==> src/fpnc_cfg.svh <==
// ----------------------------------------------------------------------
// Build-time configuration of the binary32 non-computational FPU
// Include wherever the format widths, tag width or stage count are needed
// ----------------------------------------------------------------------

`ifndef FPNC_CFG_SVH
`define FPNC_CFG_SVH

// Exponent field width of binary32
`define FPNC_EXP_W 8

// Mantissa field width of binary32, hidden bit excluded
`define FPNC_MAN_W 23

// Width of the user tag carried along with each operation
`define FPNC_TAG_W 4

// Number of elastic register stages after the operation logic
// Zero gives a purely combinational unit
`define FPNC_NUM_STAGES 2

`endif

==> src/fpnc_pkg.sv <==
// ----------------------------------------------------------------------
// Shared types and codes of the non-computational FPU
// Ports use scoped names, module bodies import the whole package
// ----------------------------------------------------------------------

`include "fpnc_cfg.svh"

package fpnc_pkg;

  // Format geometry
  localparam int unsigned EXP_W    = `FPNC_EXP_W;
  localparam int unsigned MAN_W    = `FPNC_MAN_W;
  localparam int unsigned FP_W     = 1 + EXP_W + MAN_W;
  localparam int unsigned SIGN_POS = FP_W - 1;
  localparam int unsigned TAG_W    = `FPNC_TAG_W;

  // Operand and result word, sign on top, then exponent, then mantissa
  typedef logic [FP_W-1:0]  fp_t;
  typedef logic [EXP_W-1:0] exp_t;
  typedef logic [MAN_W-1:0] man_t;

  // Operation group
  typedef logic [1:0] op_t;
  localparam op_t OP_SGNJ     = 2'd0;
  localparam op_t OP_MINMAX   = 2'd1;
  localparam op_t OP_CMP      = 2'd2;
  localparam op_t OP_CLASSIFY = 2'd3;

  // Sub-operation selector, travels in the rounding-mode field
  typedef logic [2:0] rm_t;
  localparam rm_t RM_RNE = 3'b000;
  localparam rm_t RM_RTZ = 3'b001;
  localparam rm_t RM_RDN = 3'b010;
  localparam rm_t RM_RUP = 3'b011;

  // Exception flags and their bit positions
  typedef logic [4:0] status_t;
  localparam int unsigned STATUS_NV = 4;
  localparam int unsigned STATUS_DZ = 3;
  localparam int unsigned STATUS_OF = 2;
  localparam int unsigned STATUS_UF = 1;
  localparam int unsigned STATUS_NX = 0;

  // One-hot classification result, each code has its single bit set
  typedef logic [9:0] class_mask_t;
  localparam class_mask_t NEGINF     = 10'b00_0000_0001;
  localparam class_mask_t NEGNORM    = 10'b00_0000_0010;
  localparam class_mask_t NEGSUBNORM = 10'b00_0000_0100;
  localparam class_mask_t NEGZERO    = 10'b00_0000_1000;
  localparam class_mask_t POSZERO    = 10'b00_0001_0000;
  localparam class_mask_t POSSUBNORM = 10'b00_0010_0000;
  localparam class_mask_t POSNORM    = 10'b00_0100_0000;
  localparam class_mask_t POSINF     = 10'b00_1000_0000;
  localparam class_mask_t SNAN       = 10'b01_0000_0000;
  localparam class_mask_t QNAN       = 10'b10_0000_0000;

  // User tag
  typedef logic [TAG_W-1:0] tag_t;

  // Canonical quiet NaN, positive with only the quiet bit set
  localparam fp_t CANON_NAN = {1'b0, {EXP_W{1'b1}}, 1'b1, {(MAN_W-1){1'b0}}};

endpackage

==> src/fpnc_classifier.sv <==
// ----------------------------------------------------------------------
// Operand classifier, splits one binary32 value into exclusive categories
// ----------------------------------------------------------------------

module fpnc_classifier (
  input  fpnc_pkg::fp_t operand_i,
  output logic          is_zero_o,
  output logic          is_subnormal_o,
  output logic          is_normal_o,
  output logic          is_inf_o,
  output logic          is_nan_o,
  output logic          is_signalling_o
);

  import fpnc_pkg::*;

  exp_t exponent;
  man_t mantissa;
  logic exp_zero;
  logic exp_ones;
  logic man_zero;

  // Field extraction
  assign exponent = operand_i[SIGN_POS-1 -: EXP_W];
  assign mantissa = operand_i[MAN_W-1:0];

  // Exponent extremes and empty mantissa
  assign exp_zero = (exponent == '0);
  assign exp_ones = (exponent == '1);
  assign man_zero = (mantissa == '0);

  // Zero exponent splits into true zero and denormals
  assign is_zero_o      = exp_zero & man_zero;
  assign is_subnormal_o = exp_zero & ~man_zero;

  // Anything between the two exponent extremes
  assign is_normal_o    = ~exp_zero & ~exp_ones;

  // Saturated exponent gives infinity or NaN
  assign is_inf_o       = exp_ones & man_zero;
  assign is_nan_o       = exp_ones & ~man_zero;

  // Quiet bit clear marks a signalling NaN
  assign is_signalling_o = is_nan_o & ~mantissa[MAN_W-1];

endmodule

==> src/fpnc_ops.sv <==
// ----------------------------------------------------------------------
// Combinational core, computes sign injection, min/max, compare and class
// and selects one result by the operation group
// ----------------------------------------------------------------------

module fpnc_ops (
  input  fpnc_pkg::fp_t         operand_a_i,
  input  fpnc_pkg::fp_t         operand_b_i,
  input  fpnc_pkg::op_t         op_i,
  input  fpnc_pkg::rm_t         rm_i,
  input  logic                  op_mod_i,
  output fpnc_pkg::fp_t         result_o,
  output fpnc_pkg::status_t     status_o,
  output fpnc_pkg::class_mask_t class_mask_o,
  output logic                  is_class_o
);

  import fpnc_pkg::*;

  // --------------------------------------------------------------------
  // Operand classification
  // --------------------------------------------------------------------
  logic a_zero, a_subnormal, a_normal, a_inf, a_nan, a_snan;
  logic b_zero, b_nan, b_snan;

  fpnc_classifier u_class_a (
    .operand_i       (operand_a_i),
    .is_zero_o       (a_zero),
    .is_subnormal_o  (a_subnormal),
    .is_normal_o     (a_normal),
    .is_inf_o        (a_inf),
    .is_nan_o        (a_nan),
    .is_signalling_o (a_snan)
  );

  // Only zero and NaN information of b enters the result
  fpnc_classifier u_class_b (
    .operand_i       (operand_b_i),
    .is_zero_o       (b_zero),
    .is_subnormal_o  (),
    .is_normal_o     (),
    .is_inf_o        (),
    .is_nan_o        (b_nan),
    .is_signalling_o (b_snan)
  );

  logic sign_a, sign_b;
  logic any_nan, any_snan;
  logic operands_equal, a_smaller;

  assign sign_a   = operand_a_i[SIGN_POS];
  assign sign_b   = operand_b_i[SIGN_POS];
  assign any_nan  = a_nan | b_nan;
  assign any_snan = a_snan | b_snan;

  // Zeros are equal regardless of sign
  assign operands_equal = (operand_a_i == operand_b_i) || (a_zero && b_zero);

  // Unsigned compare flipped when a negative operand is involved
  // Gives sign-magnitude order with -0 below +0
  assign a_smaller = (operand_a_i < operand_b_i) ^ (sign_a | sign_b);

  // --------------------------------------------------------------------
  // Sign injection
  // --------------------------------------------------------------------
  fp_t sgnj_result;

  always_comb begin
    sgnj_result = operand_a_i;
    unique case (rm_i)
      // SGNJ
      RM_RNE: sgnj_result[SIGN_POS] = sign_b;
      // SGNJN
      RM_RTZ: sgnj_result[SIGN_POS] = ~sign_b;
      // SGNJX
      RM_RDN: sgnj_result[SIGN_POS] = sign_a ^ sign_b;
      // Passthrough of a
      RM_RUP: sgnj_result = operand_a_i;
      default: sgnj_result = operand_a_i;
    endcase
  end

  // --------------------------------------------------------------------
  // Minimum and maximum
  // --------------------------------------------------------------------
  fp_t     minmax_result;
  status_t minmax_status;

  always_comb begin
    // Quiet comparison, only signalling NaNs are invalid
    minmax_status            = '0;
    minmax_status[STATUS_NV] = any_snan;
    if (a_nan && b_nan) begin
      minmax_result = CANON_NAN;
    end else if (a_nan) begin
      minmax_result = operand_b_i;
    end else if (b_nan) begin
      minmax_result = operand_a_i;
    end else if (rm_i == RM_RTZ) begin
      // MAX
      minmax_result = a_smaller ? operand_b_i : operand_a_i;
    end else begin
      // MIN
      minmax_result = a_smaller ? operand_a_i : operand_b_i;
    end
  end

  // --------------------------------------------------------------------
  // Comparisons
  // --------------------------------------------------------------------
  fp_t     cmp_result;
  status_t cmp_status;

  always_comb begin
    cmp_result = '0;
    cmp_status = '0;
    if (any_snan) begin
      // Signalling NaN is false and invalid for every compare
      cmp_status[STATUS_NV] = 1'b1;
    end else begin
      unique case (rm_i)
        // LE, signalling on quiet NaN
        RM_RNE: begin
          if (any_nan) cmp_status[STATUS_NV] = 1'b1;
          else cmp_result[0] = (a_smaller | operands_equal) ^ op_mod_i;
        end
        // LT, signalling on quiet NaN
        RM_RTZ: begin
          if (any_nan) cmp_status[STATUS_NV] = 1'b1;
          else cmp_result[0] = (a_smaller & ~operands_equal) ^ op_mod_i;
        end
        // EQ, quiet NaN is simply unequal
        RM_RDN: begin
          if (any_nan) cmp_result[0] = op_mod_i;
          else cmp_result[0] = operands_equal ^ op_mod_i;
        end
        default: cmp_result = '0;
      endcase
    end
  end

  // --------------------------------------------------------------------
  // Classification of operand a
  // --------------------------------------------------------------------
  class_mask_t class_mask;

  always_comb begin
    if (a_normal) class_mask = sign_a ? NEGNORM : POSNORM;
    else if (a_subnormal) class_mask = sign_a ? NEGSUBNORM : POSSUBNORM;
    else if (a_zero) class_mask = sign_a ? NEGZERO : POSZERO;
    else if (a_inf) class_mask = sign_a ? NEGINF : POSINF;
    else if (a_snan) class_mask = SNAN;
    else class_mask = QNAN;
  end

  // --------------------------------------------------------------------
  // Result selection
  // --------------------------------------------------------------------
  always_comb begin
    result_o = '0;
    status_o = '0;
    unique case (op_i)
      OP_SGNJ: result_o = sgnj_result;
      OP_MINMAX: begin
        result_o = minmax_result;
        status_o = minmax_status;
      end
      OP_CMP: begin
        result_o = cmp_result;
        status_o = cmp_status;
      end
      // Mask goes out on its own port, result word stays zero
      OP_CLASSIFY: result_o = '0;
      default: result_o = '0;
    endcase
  end

  assign class_mask_o = class_mask;
  assign is_class_o   = (op_i == OP_CLASSIFY);

endmodule

==> src/fpnc_pipe_stage.sv <==
// ----------------------------------------------------------------------
// Elastic register stage holding one item, valid/ready on both sides
// ----------------------------------------------------------------------

module fpnc_pipe_stage (
  input  logic                  clk_i,
  input  logic                  rst_i,
  input  logic                  flush_i,
  // Upstream side
  input  logic                  valid_i,
  output logic                  ready_o,
  input  fpnc_pkg::fp_t         result_i,
  input  fpnc_pkg::status_t     status_i,
  input  fpnc_pkg::class_mask_t class_mask_i,
  input  logic                  is_class_i,
  input  fpnc_pkg::tag_t        tag_i,
  // Downstream side
  output logic                  valid_o,
  input  logic                  ready_i,
  output fpnc_pkg::fp_t         result_o,
  output fpnc_pkg::status_t     status_o,
  output fpnc_pkg::class_mask_t class_mask_o,
  output logic                  is_class_o,
  output fpnc_pkg::tag_t        tag_o
);

  import fpnc_pkg::*;

  logic        valid_q;
  logic        load;
  fp_t         result_q;
  status_t     status_q;
  class_mask_t class_mask_q;
  logic        is_class_q;
  tag_t        tag_q;

  // Advance when downstream takes our item or we only hold a bubble
  assign ready_o = ready_i | ~valid_q;
  assign load    = ready_o & valid_i;

  // Valid bit, flush drops the held item and any incoming one
  always_ff @(posedge clk_i) begin
    if (rst_i || flush_i) begin
      valid_q <= 1'b0;
    end else if (ready_o) begin
      valid_q <= valid_i;
    end
  end

  // Payload only moves with a real item
  always_ff @(posedge clk_i) begin
    if (load) begin
      result_q     <= result_i;
      status_q     <= status_i;
      class_mask_q <= class_mask_i;
      is_class_q   <= is_class_i;
      tag_q        <= tag_i;
    end
  end

  assign valid_o      = valid_q;
  assign result_o     = result_q;
  assign status_o     = status_q;
  assign class_mask_o = class_mask_q;
  assign is_class_o   = is_class_q;
  assign tag_o        = tag_q;

endmodule

==> src/fpnc_top.sv <==
// ----------------------------------------------------------------------
// Non-computational binary32 FPU, operation logic followed by a chain
// of elastic stages, valid/ready in and out with flush and busy
// ----------------------------------------------------------------------

`include "fpnc_cfg.svh"

module fpnc_top (
  input  logic                  clk_i,
  input  logic                  rst_i,
  input  logic                  flush_i,
  // Operation input
  input  fpnc_pkg::fp_t         operand_a_i,
  input  fpnc_pkg::fp_t         operand_b_i,
  input  fpnc_pkg::op_t         op_i,
  input  fpnc_pkg::rm_t         rm_i,
  input  logic                  op_mod_i,
  input  fpnc_pkg::tag_t        tag_i,
  input  logic                  in_valid_i,
  output logic                  in_ready_o,
  // Result output
  output fpnc_pkg::fp_t         result_o,
  output fpnc_pkg::status_t     status_o,
  output fpnc_pkg::class_mask_t class_mask_o,
  output logic                  is_class_o,
  output fpnc_pkg::tag_t        tag_o,
  output logic                  out_valid_o,
  input  logic                  out_ready_i,
  // Anything in flight or waiting at the input
  output logic                  busy_o
);

  import fpnc_pkg::*;

  localparam int unsigned NUM_STAGES = `FPNC_NUM_STAGES;

  // --------------------------------------------------------------------
  // Chain signals, index k is the value after k stages
  // --------------------------------------------------------------------
  logic [NUM_STAGES:0] pipe_valid;
  logic [NUM_STAGES:0] pipe_ready;
  fp_t                 pipe_result     [0:NUM_STAGES];
  status_t             pipe_status     [0:NUM_STAGES];
  class_mask_t         pipe_class_mask [0:NUM_STAGES];
  logic                pipe_is_class   [0:NUM_STAGES];
  tag_t                pipe_tag        [0:NUM_STAGES];

  // Operation logic feeds the head of the chain
  fpnc_ops u_ops (
    .operand_a_i  (operand_a_i),
    .operand_b_i  (operand_b_i),
    .op_i         (op_i),
    .rm_i         (rm_i),
    .op_mod_i     (op_mod_i),
    .result_o     (pipe_result[0]),
    .status_o     (pipe_status[0]),
    .class_mask_o (pipe_class_mask[0]),
    .is_class_o   (pipe_is_class[0])
  );

  // Valid and tag bypass the operation logic
  assign pipe_valid[0] = in_valid_i;
  assign pipe_tag[0]   = tag_i;
  assign in_ready_o    = pipe_ready[0];

  // --------------------------------------------------------------------
  // Elastic stages
  // --------------------------------------------------------------------
  for (genvar k = 0; k < NUM_STAGES; k++) begin : gen_stage
    fpnc_pipe_stage u_stage (
      .clk_i        (clk_i),
      .rst_i        (rst_i),
      .flush_i      (flush_i),
      .valid_i      (pipe_valid[k]),
      .ready_o      (pipe_ready[k]),
      .result_i     (pipe_result[k]),
      .status_i     (pipe_status[k]),
      .class_mask_i (pipe_class_mask[k]),
      .is_class_i   (pipe_is_class[k]),
      .tag_i        (pipe_tag[k]),
      .valid_o      (pipe_valid[k+1]),
      .ready_i      (pipe_ready[k+1]),
      .result_o     (pipe_result[k+1]),
      .status_o     (pipe_status[k+1]),
      .class_mask_o (pipe_class_mask[k+1]),
      .is_class_o   (pipe_is_class[k+1]),
      .tag_o        (pipe_tag[k+1])
    );
  end

  // Tail of the chain drains straight to the ports
  assign pipe_ready[NUM_STAGES] = out_ready_i;
  assign out_valid_o            = pipe_valid[NUM_STAGES];
  assign result_o               = pipe_result[NUM_STAGES];
  assign status_o               = pipe_status[NUM_STAGES];
  assign class_mask_o           = pipe_class_mask[NUM_STAGES];
  assign is_class_o             = pipe_is_class[NUM_STAGES];
  assign tag_o                  = pipe_tag[NUM_STAGES];

  // Input valid plus every stage valid
  assign busy_o = |pipe_valid;

endmodule

==> config.mk <==
export PLATFORM = sky130hd
export DESIGN_NAME = fpnc_top
export DESIGN_NICKNAME = d
export VERILOG_FILES = /design/src/fpnc_pkg.sv /design/src/fpnc_classifier.sv /design/src/fpnc_ops.sv /design/src/fpnc_pipe_stage.sv /design/src/fpnc_top.sv
export VERILOG_INCLUDE_DIRS = /design/src
export SDC_FILE = /design/constraint.sdc
export NUM_CORES = 1
export LEC_CHECK = 0
export BUFFER_PORTS_ARGS = -buffer_cell sky130_fd_sc_hd__buf_2
export CAP_MARGIN = 20
export CORE_ASPECT_RATIO = 0.9
export CORE_MARGIN = 5
export CORE_UTILIZATION = 36
export CTS_CLUSTER_DIAMETER = 120
export DETAILED_ROUTE_END_ITERATION = 6
export SLEW_MARGIN = 40
export SYNTH_ARGS = -nofsm -noshare
export SYNTH_HDL_FRONTEND = slang
export SYNTH_SLANG_ARGS = --single-unit
==> constraint.sdc <==
create_clock -name clk_i -period 3.2 [get_ports clk_i]
set_input_delay 0.16 -clock clk_i [delete_from_list [all_inputs] [get_ports clk_i]]
set_output_delay 0.16 -clock clk_i [all_outputs]
set_load 0.02 [all_outputs]
==> metrics.md <==
| Metric | Value |
|---|---|
| Status | `completed` |
| Post-synth EDFFs | `96` |
| Final HPWL DP | `about 9600 um` |
| Async S/R FF share, synth | `0%` |
| Core Box Area | `around 0.013 mm2` |
| Clock Sinks | `between 90 and 100` |
| Post-Place Worst Slack | `0.255 ns` |
| First-pass DRT Iterations | `4` |
| Dpl cells | `~670` |
| Main synth FF type | `edfxtp_1` |
| Die Y | `~120 um` |
| Setup TNS | `0 ns` |
| Post-synth top cells | `edfxtp_1 (96), ha_1 (37), inv_1 (36), a22o_1 (21)` |
| Avg Inst Size Synth | `approximately 13 um2` |
| Worst-skew pair later-pin latency | `0.35 ns` |
| Starting density of the core | `36.7%` |
| Clock buffer depth | `2` |
| Crit path DAT | `about 2.8 ns` |
| Reg2reg start | `gen_stage[1].u_stage.valid_o` |
| Hold Path End | `gen_stage[0].u_stage.valid_o` |
| Top-area cell type share of the netlist area | `approximately 59%` |
| Met1 usage | `around a fifth` |
| I/O pin count | `134` |
| Worst vdd ir | `~0.22 mV` |
| R2r worst-path depth | `4` |
| CP endpoint kind | `register` |
| Period minus WS final | `about 2.6 ns` |
| CP peak stage delay | `approximately 0.63 ns` |
| Final non-filler cell total | `between 600 and 700` |
| Post-Route WL | `12,700 um` |
| Routed via count | `3,630` |
| Dpl cell area | `0.00574 mm2` |
| Cells on Worst Hold Path | `3` |
| Synthesized area | `0.00489 mm2` |
| Diode count | `0` |
| Cell with the most instances after synthesis | `edfxtp_1` |
| PD cells | `about 490 mW/mm2` |
| Setup ws final | `slightly below 0.6 ns` |
| H-Tree Depth | `3` |
| Final Skew | `slightly below 0.01 ns` |
| Layout area overhead | `25.0%` |
| Crit path max-delay cell type | `a2111oi_1` |
| Slew Viols, Final | `0` |
| Most Used Layer, Global Route | `met2` |
| Met2 usage | `between 20% and 30%` |
| Final hold violation count | `0` |
| # rows | `40` |
| Worst rel slew slack | `between 50% and 60%` |
| Antenna viol nets, final | `0` |
| Crit-path max FO | `9` |
| Final Cell Area | `between 0.006 and 0.007 mm2` |
| Worst-path cell chain | `buf_2 > inv_1 > ha_1 > nand4b_1 > nor3_1 > o2bb2ai_1 > nor3_1 > a2111oi_1 > a211oi_2 > buf_4 > o2bb2ai_1` |
| Leakage | `around 2.5 nW` |
| Part of the cycle the worst path needs | `81.7%` |
| Vias/cell | `5.25` |
| R2R Setup Slk | `around 1.5 ns` |
| # DRC | `0` |
| Die Area | `between 0.015 and 0.02 mm2` |
| Routed length per instance | `between 15 and 20 um` |
| Ys Warns | `0` |
| Ranking of synthesized cells by area | `edfxtp_1 (59%), ha_1 (9.5%), a22o_1 (3.8%), inv_1 (2.8%), nor4_1 (2.3%)` |
| Number of CTS-inserted buffers | `9` |
| Cell taking the most area after synthesis | `edfxtp_1` |
| GR Layer Usage met3 | `approximately 3.4%` |
| GRT Overall Usage | `15.6%` |
| TritonCTS clock tree | `done` |
| CP Launch Type | `input port` |
| R2r endpoint | `gen_stage[0].u_stage.tag_o[0]` |
| Port buffer count | `between 100 and 150` |
| Root Buffer | `clkbuf_16` |
| Largest net degree at the start of global routing | `a little under 50` |
| Maximum clock rate | `approximately 380 MHz` |
| Initial antenna violation count | `0` |
| RePlAce Congestion | `0.892` |
| Max_cap viols | `0` |
| Die width | `around 130 um` |
| First-pass GRT wire length | `19,500 um` |
| Gate Count Post-Synth | `approximately 370` |
| Synthesized flop and latch total | `slightly below 100` |
| Total overflow reported by the global router | `0` |
| Share of layout cells above drive strength 1 | `30.7%` |
| Least-Margin Pin Slew | `just under 0.7 ns` |
| Setup Crit Path Kind | `in -> reg` |
| NumNets Final | `635` |
| Hold WC Path Type | `in -> reg` |
| Iter 0 DRT Violations | `around 300` |
| Clk slew on worst S/H paths | `about 0.070 ns` |
| Setup repair after global routing missed its margin | `false` |
| Min Hold Slack | `~0.14 ns` |
| Worst endpoint required time | `3.39 ns` |
| Setup Viol. Count Final | `0` |
| Sequential area share after synthesis | `around 60%` |
| HP Start | `in_valid_i` |
| Vias in the first global route | `about 3,600` |
| Distinct cell type count after synthesis | `57` |
==> layout make-up <==
class                   count  area (um2)
well taps                 168         210
fillers                  1238        7200
repair buffers            143         768
flip-flops and latches     98        2920
inverters                  36         135
clock buffers              10         229
clock inverters             6        73.8
multi-input cells         231        1770
==> metrics by stage <==
step / power, mW / util [%]
final: 2.98 / 45.9
after global routing: 3.10 / 45.9
after CTS: 3.00 / 45.9
after detailed placement: 1.89 / 43.1
after global placement: 1.88 / 43.1
after floorplan: 1.74 / -
==> critical path: cells and delay by family <==
family                     cells  cell delay [ns]
buffers and inverters          3             0.49
and+or+nand+nor                3             0.73
AOI/OAI and AO/OA              4             1.08
adders and majority gates      1             0.34
==> routing by layer <==
| layer | share of wire, % | up-vias |
|---|---|---|
| met5 | 0 | - |
| met4 | 2.5 | 0 |
| met3 | 5.2 | 21 |
| met2 | 49 | 96 |
| met1 | 43 | 1753 |
| li1 | - | 1760 |
==> worst max path at each step <==
stage | from | endpoint | slack [ns] | cells after the start
2_1_floorplan | gen_stage[1].u_stage.valid_o | gen_stage[1].u_stage.class_mask_o[0] | 0.03 | 2
3_3_place_gp | operand_b_i[7] | gen_stage[0].u_stage.result_o[14] | 0.35 | 11
3_5_place_dp | operand_b_i[7] | gen_stage[0].u_stage.result_o[28] | 0.26 | 11
4_1_cts | operand_b_i[7] | gen_stage[0].u_stage.result_o[28] | 0.61 | 11
5_1_grt | operand_b_i[7] | gen_stage[0].u_stage.result_o[28] | 0.42 | 11
6_report | operand_a_i[31] | gen_stage[0].u_stage.result_o[28] | 0.59 | 11
==> sequential cells by signal, indices dropped and copies added (netlist names) <==
signal	flops
gen_stage.u_stage.tag_o	8
gen_stage.u_stage.class_mask_o	20
gen_stage.u_stage.result_o	64
gen_stage.u_stage.valid_o	2
gen_stage.u_stage.status_o	2
gen_stage.u_stage.is_class_o	2
==> power breakdown <==
part | switching (mW) | internal, mW | leakage (nW)
clock | 0.488 | 0.616 | 0.141
combinational | 0.225 | 0.148 | 1.44
sequential | 0.0166 | 1.48 | 0.962
==> repair_timing <==
action,in CTS,in global routing
gates resized for setup,0,0
endpoints found under the hold margin,6,0
setup buffers,0,0
hold buffers,7,0
==> cell usage in the layout (no fill, tap or decap), types with 3 or more instances in the layout <==
master         Yosys  final
o2bb2ai_1         10     10
edfxtp_1          96     96
and3_1             5      5
nor2_1            13     13
inv_1             36     36
dlygate4sd3_1      0      7
a22o_1            21     21
nor4_1            18     18
or3_1              3      3
nand4_1           13     13
o21ai_0            5      5
nand3_1            9      9
conb_1             1      4
ha_1              37     37
a211o_1            3      3
buf_4              4      7
buf_2              3    129
nand2_1           12     12
nor2b_1            4      3
clkbuf_16          0      9
a21oi_1           18     18
o21a_1             4      4
nor3_1            10     10
==> logic make-up (layout without fill, tap and decap cells) <==
family | count (synthesis) | after routing | share of synthesized area [%]
multiplexers | 1 | 1 | 0.205
AND/OR/NAND/NOR | 97 | 97 | 11.1
AO/OA/AOI/OAI | 90 | 90 | 14.6
XOR/XNOR | 2 | 2 | 0.358
other | 1 | 4 | 0.0767
flip-flops | 98 | 98 | 59.8
adder cells (fa/ha/maj) | 37 | 37 | 9.47
buffers and inverters | 46 | 195 | 4.37
Power figures use the tool's default switching activity.
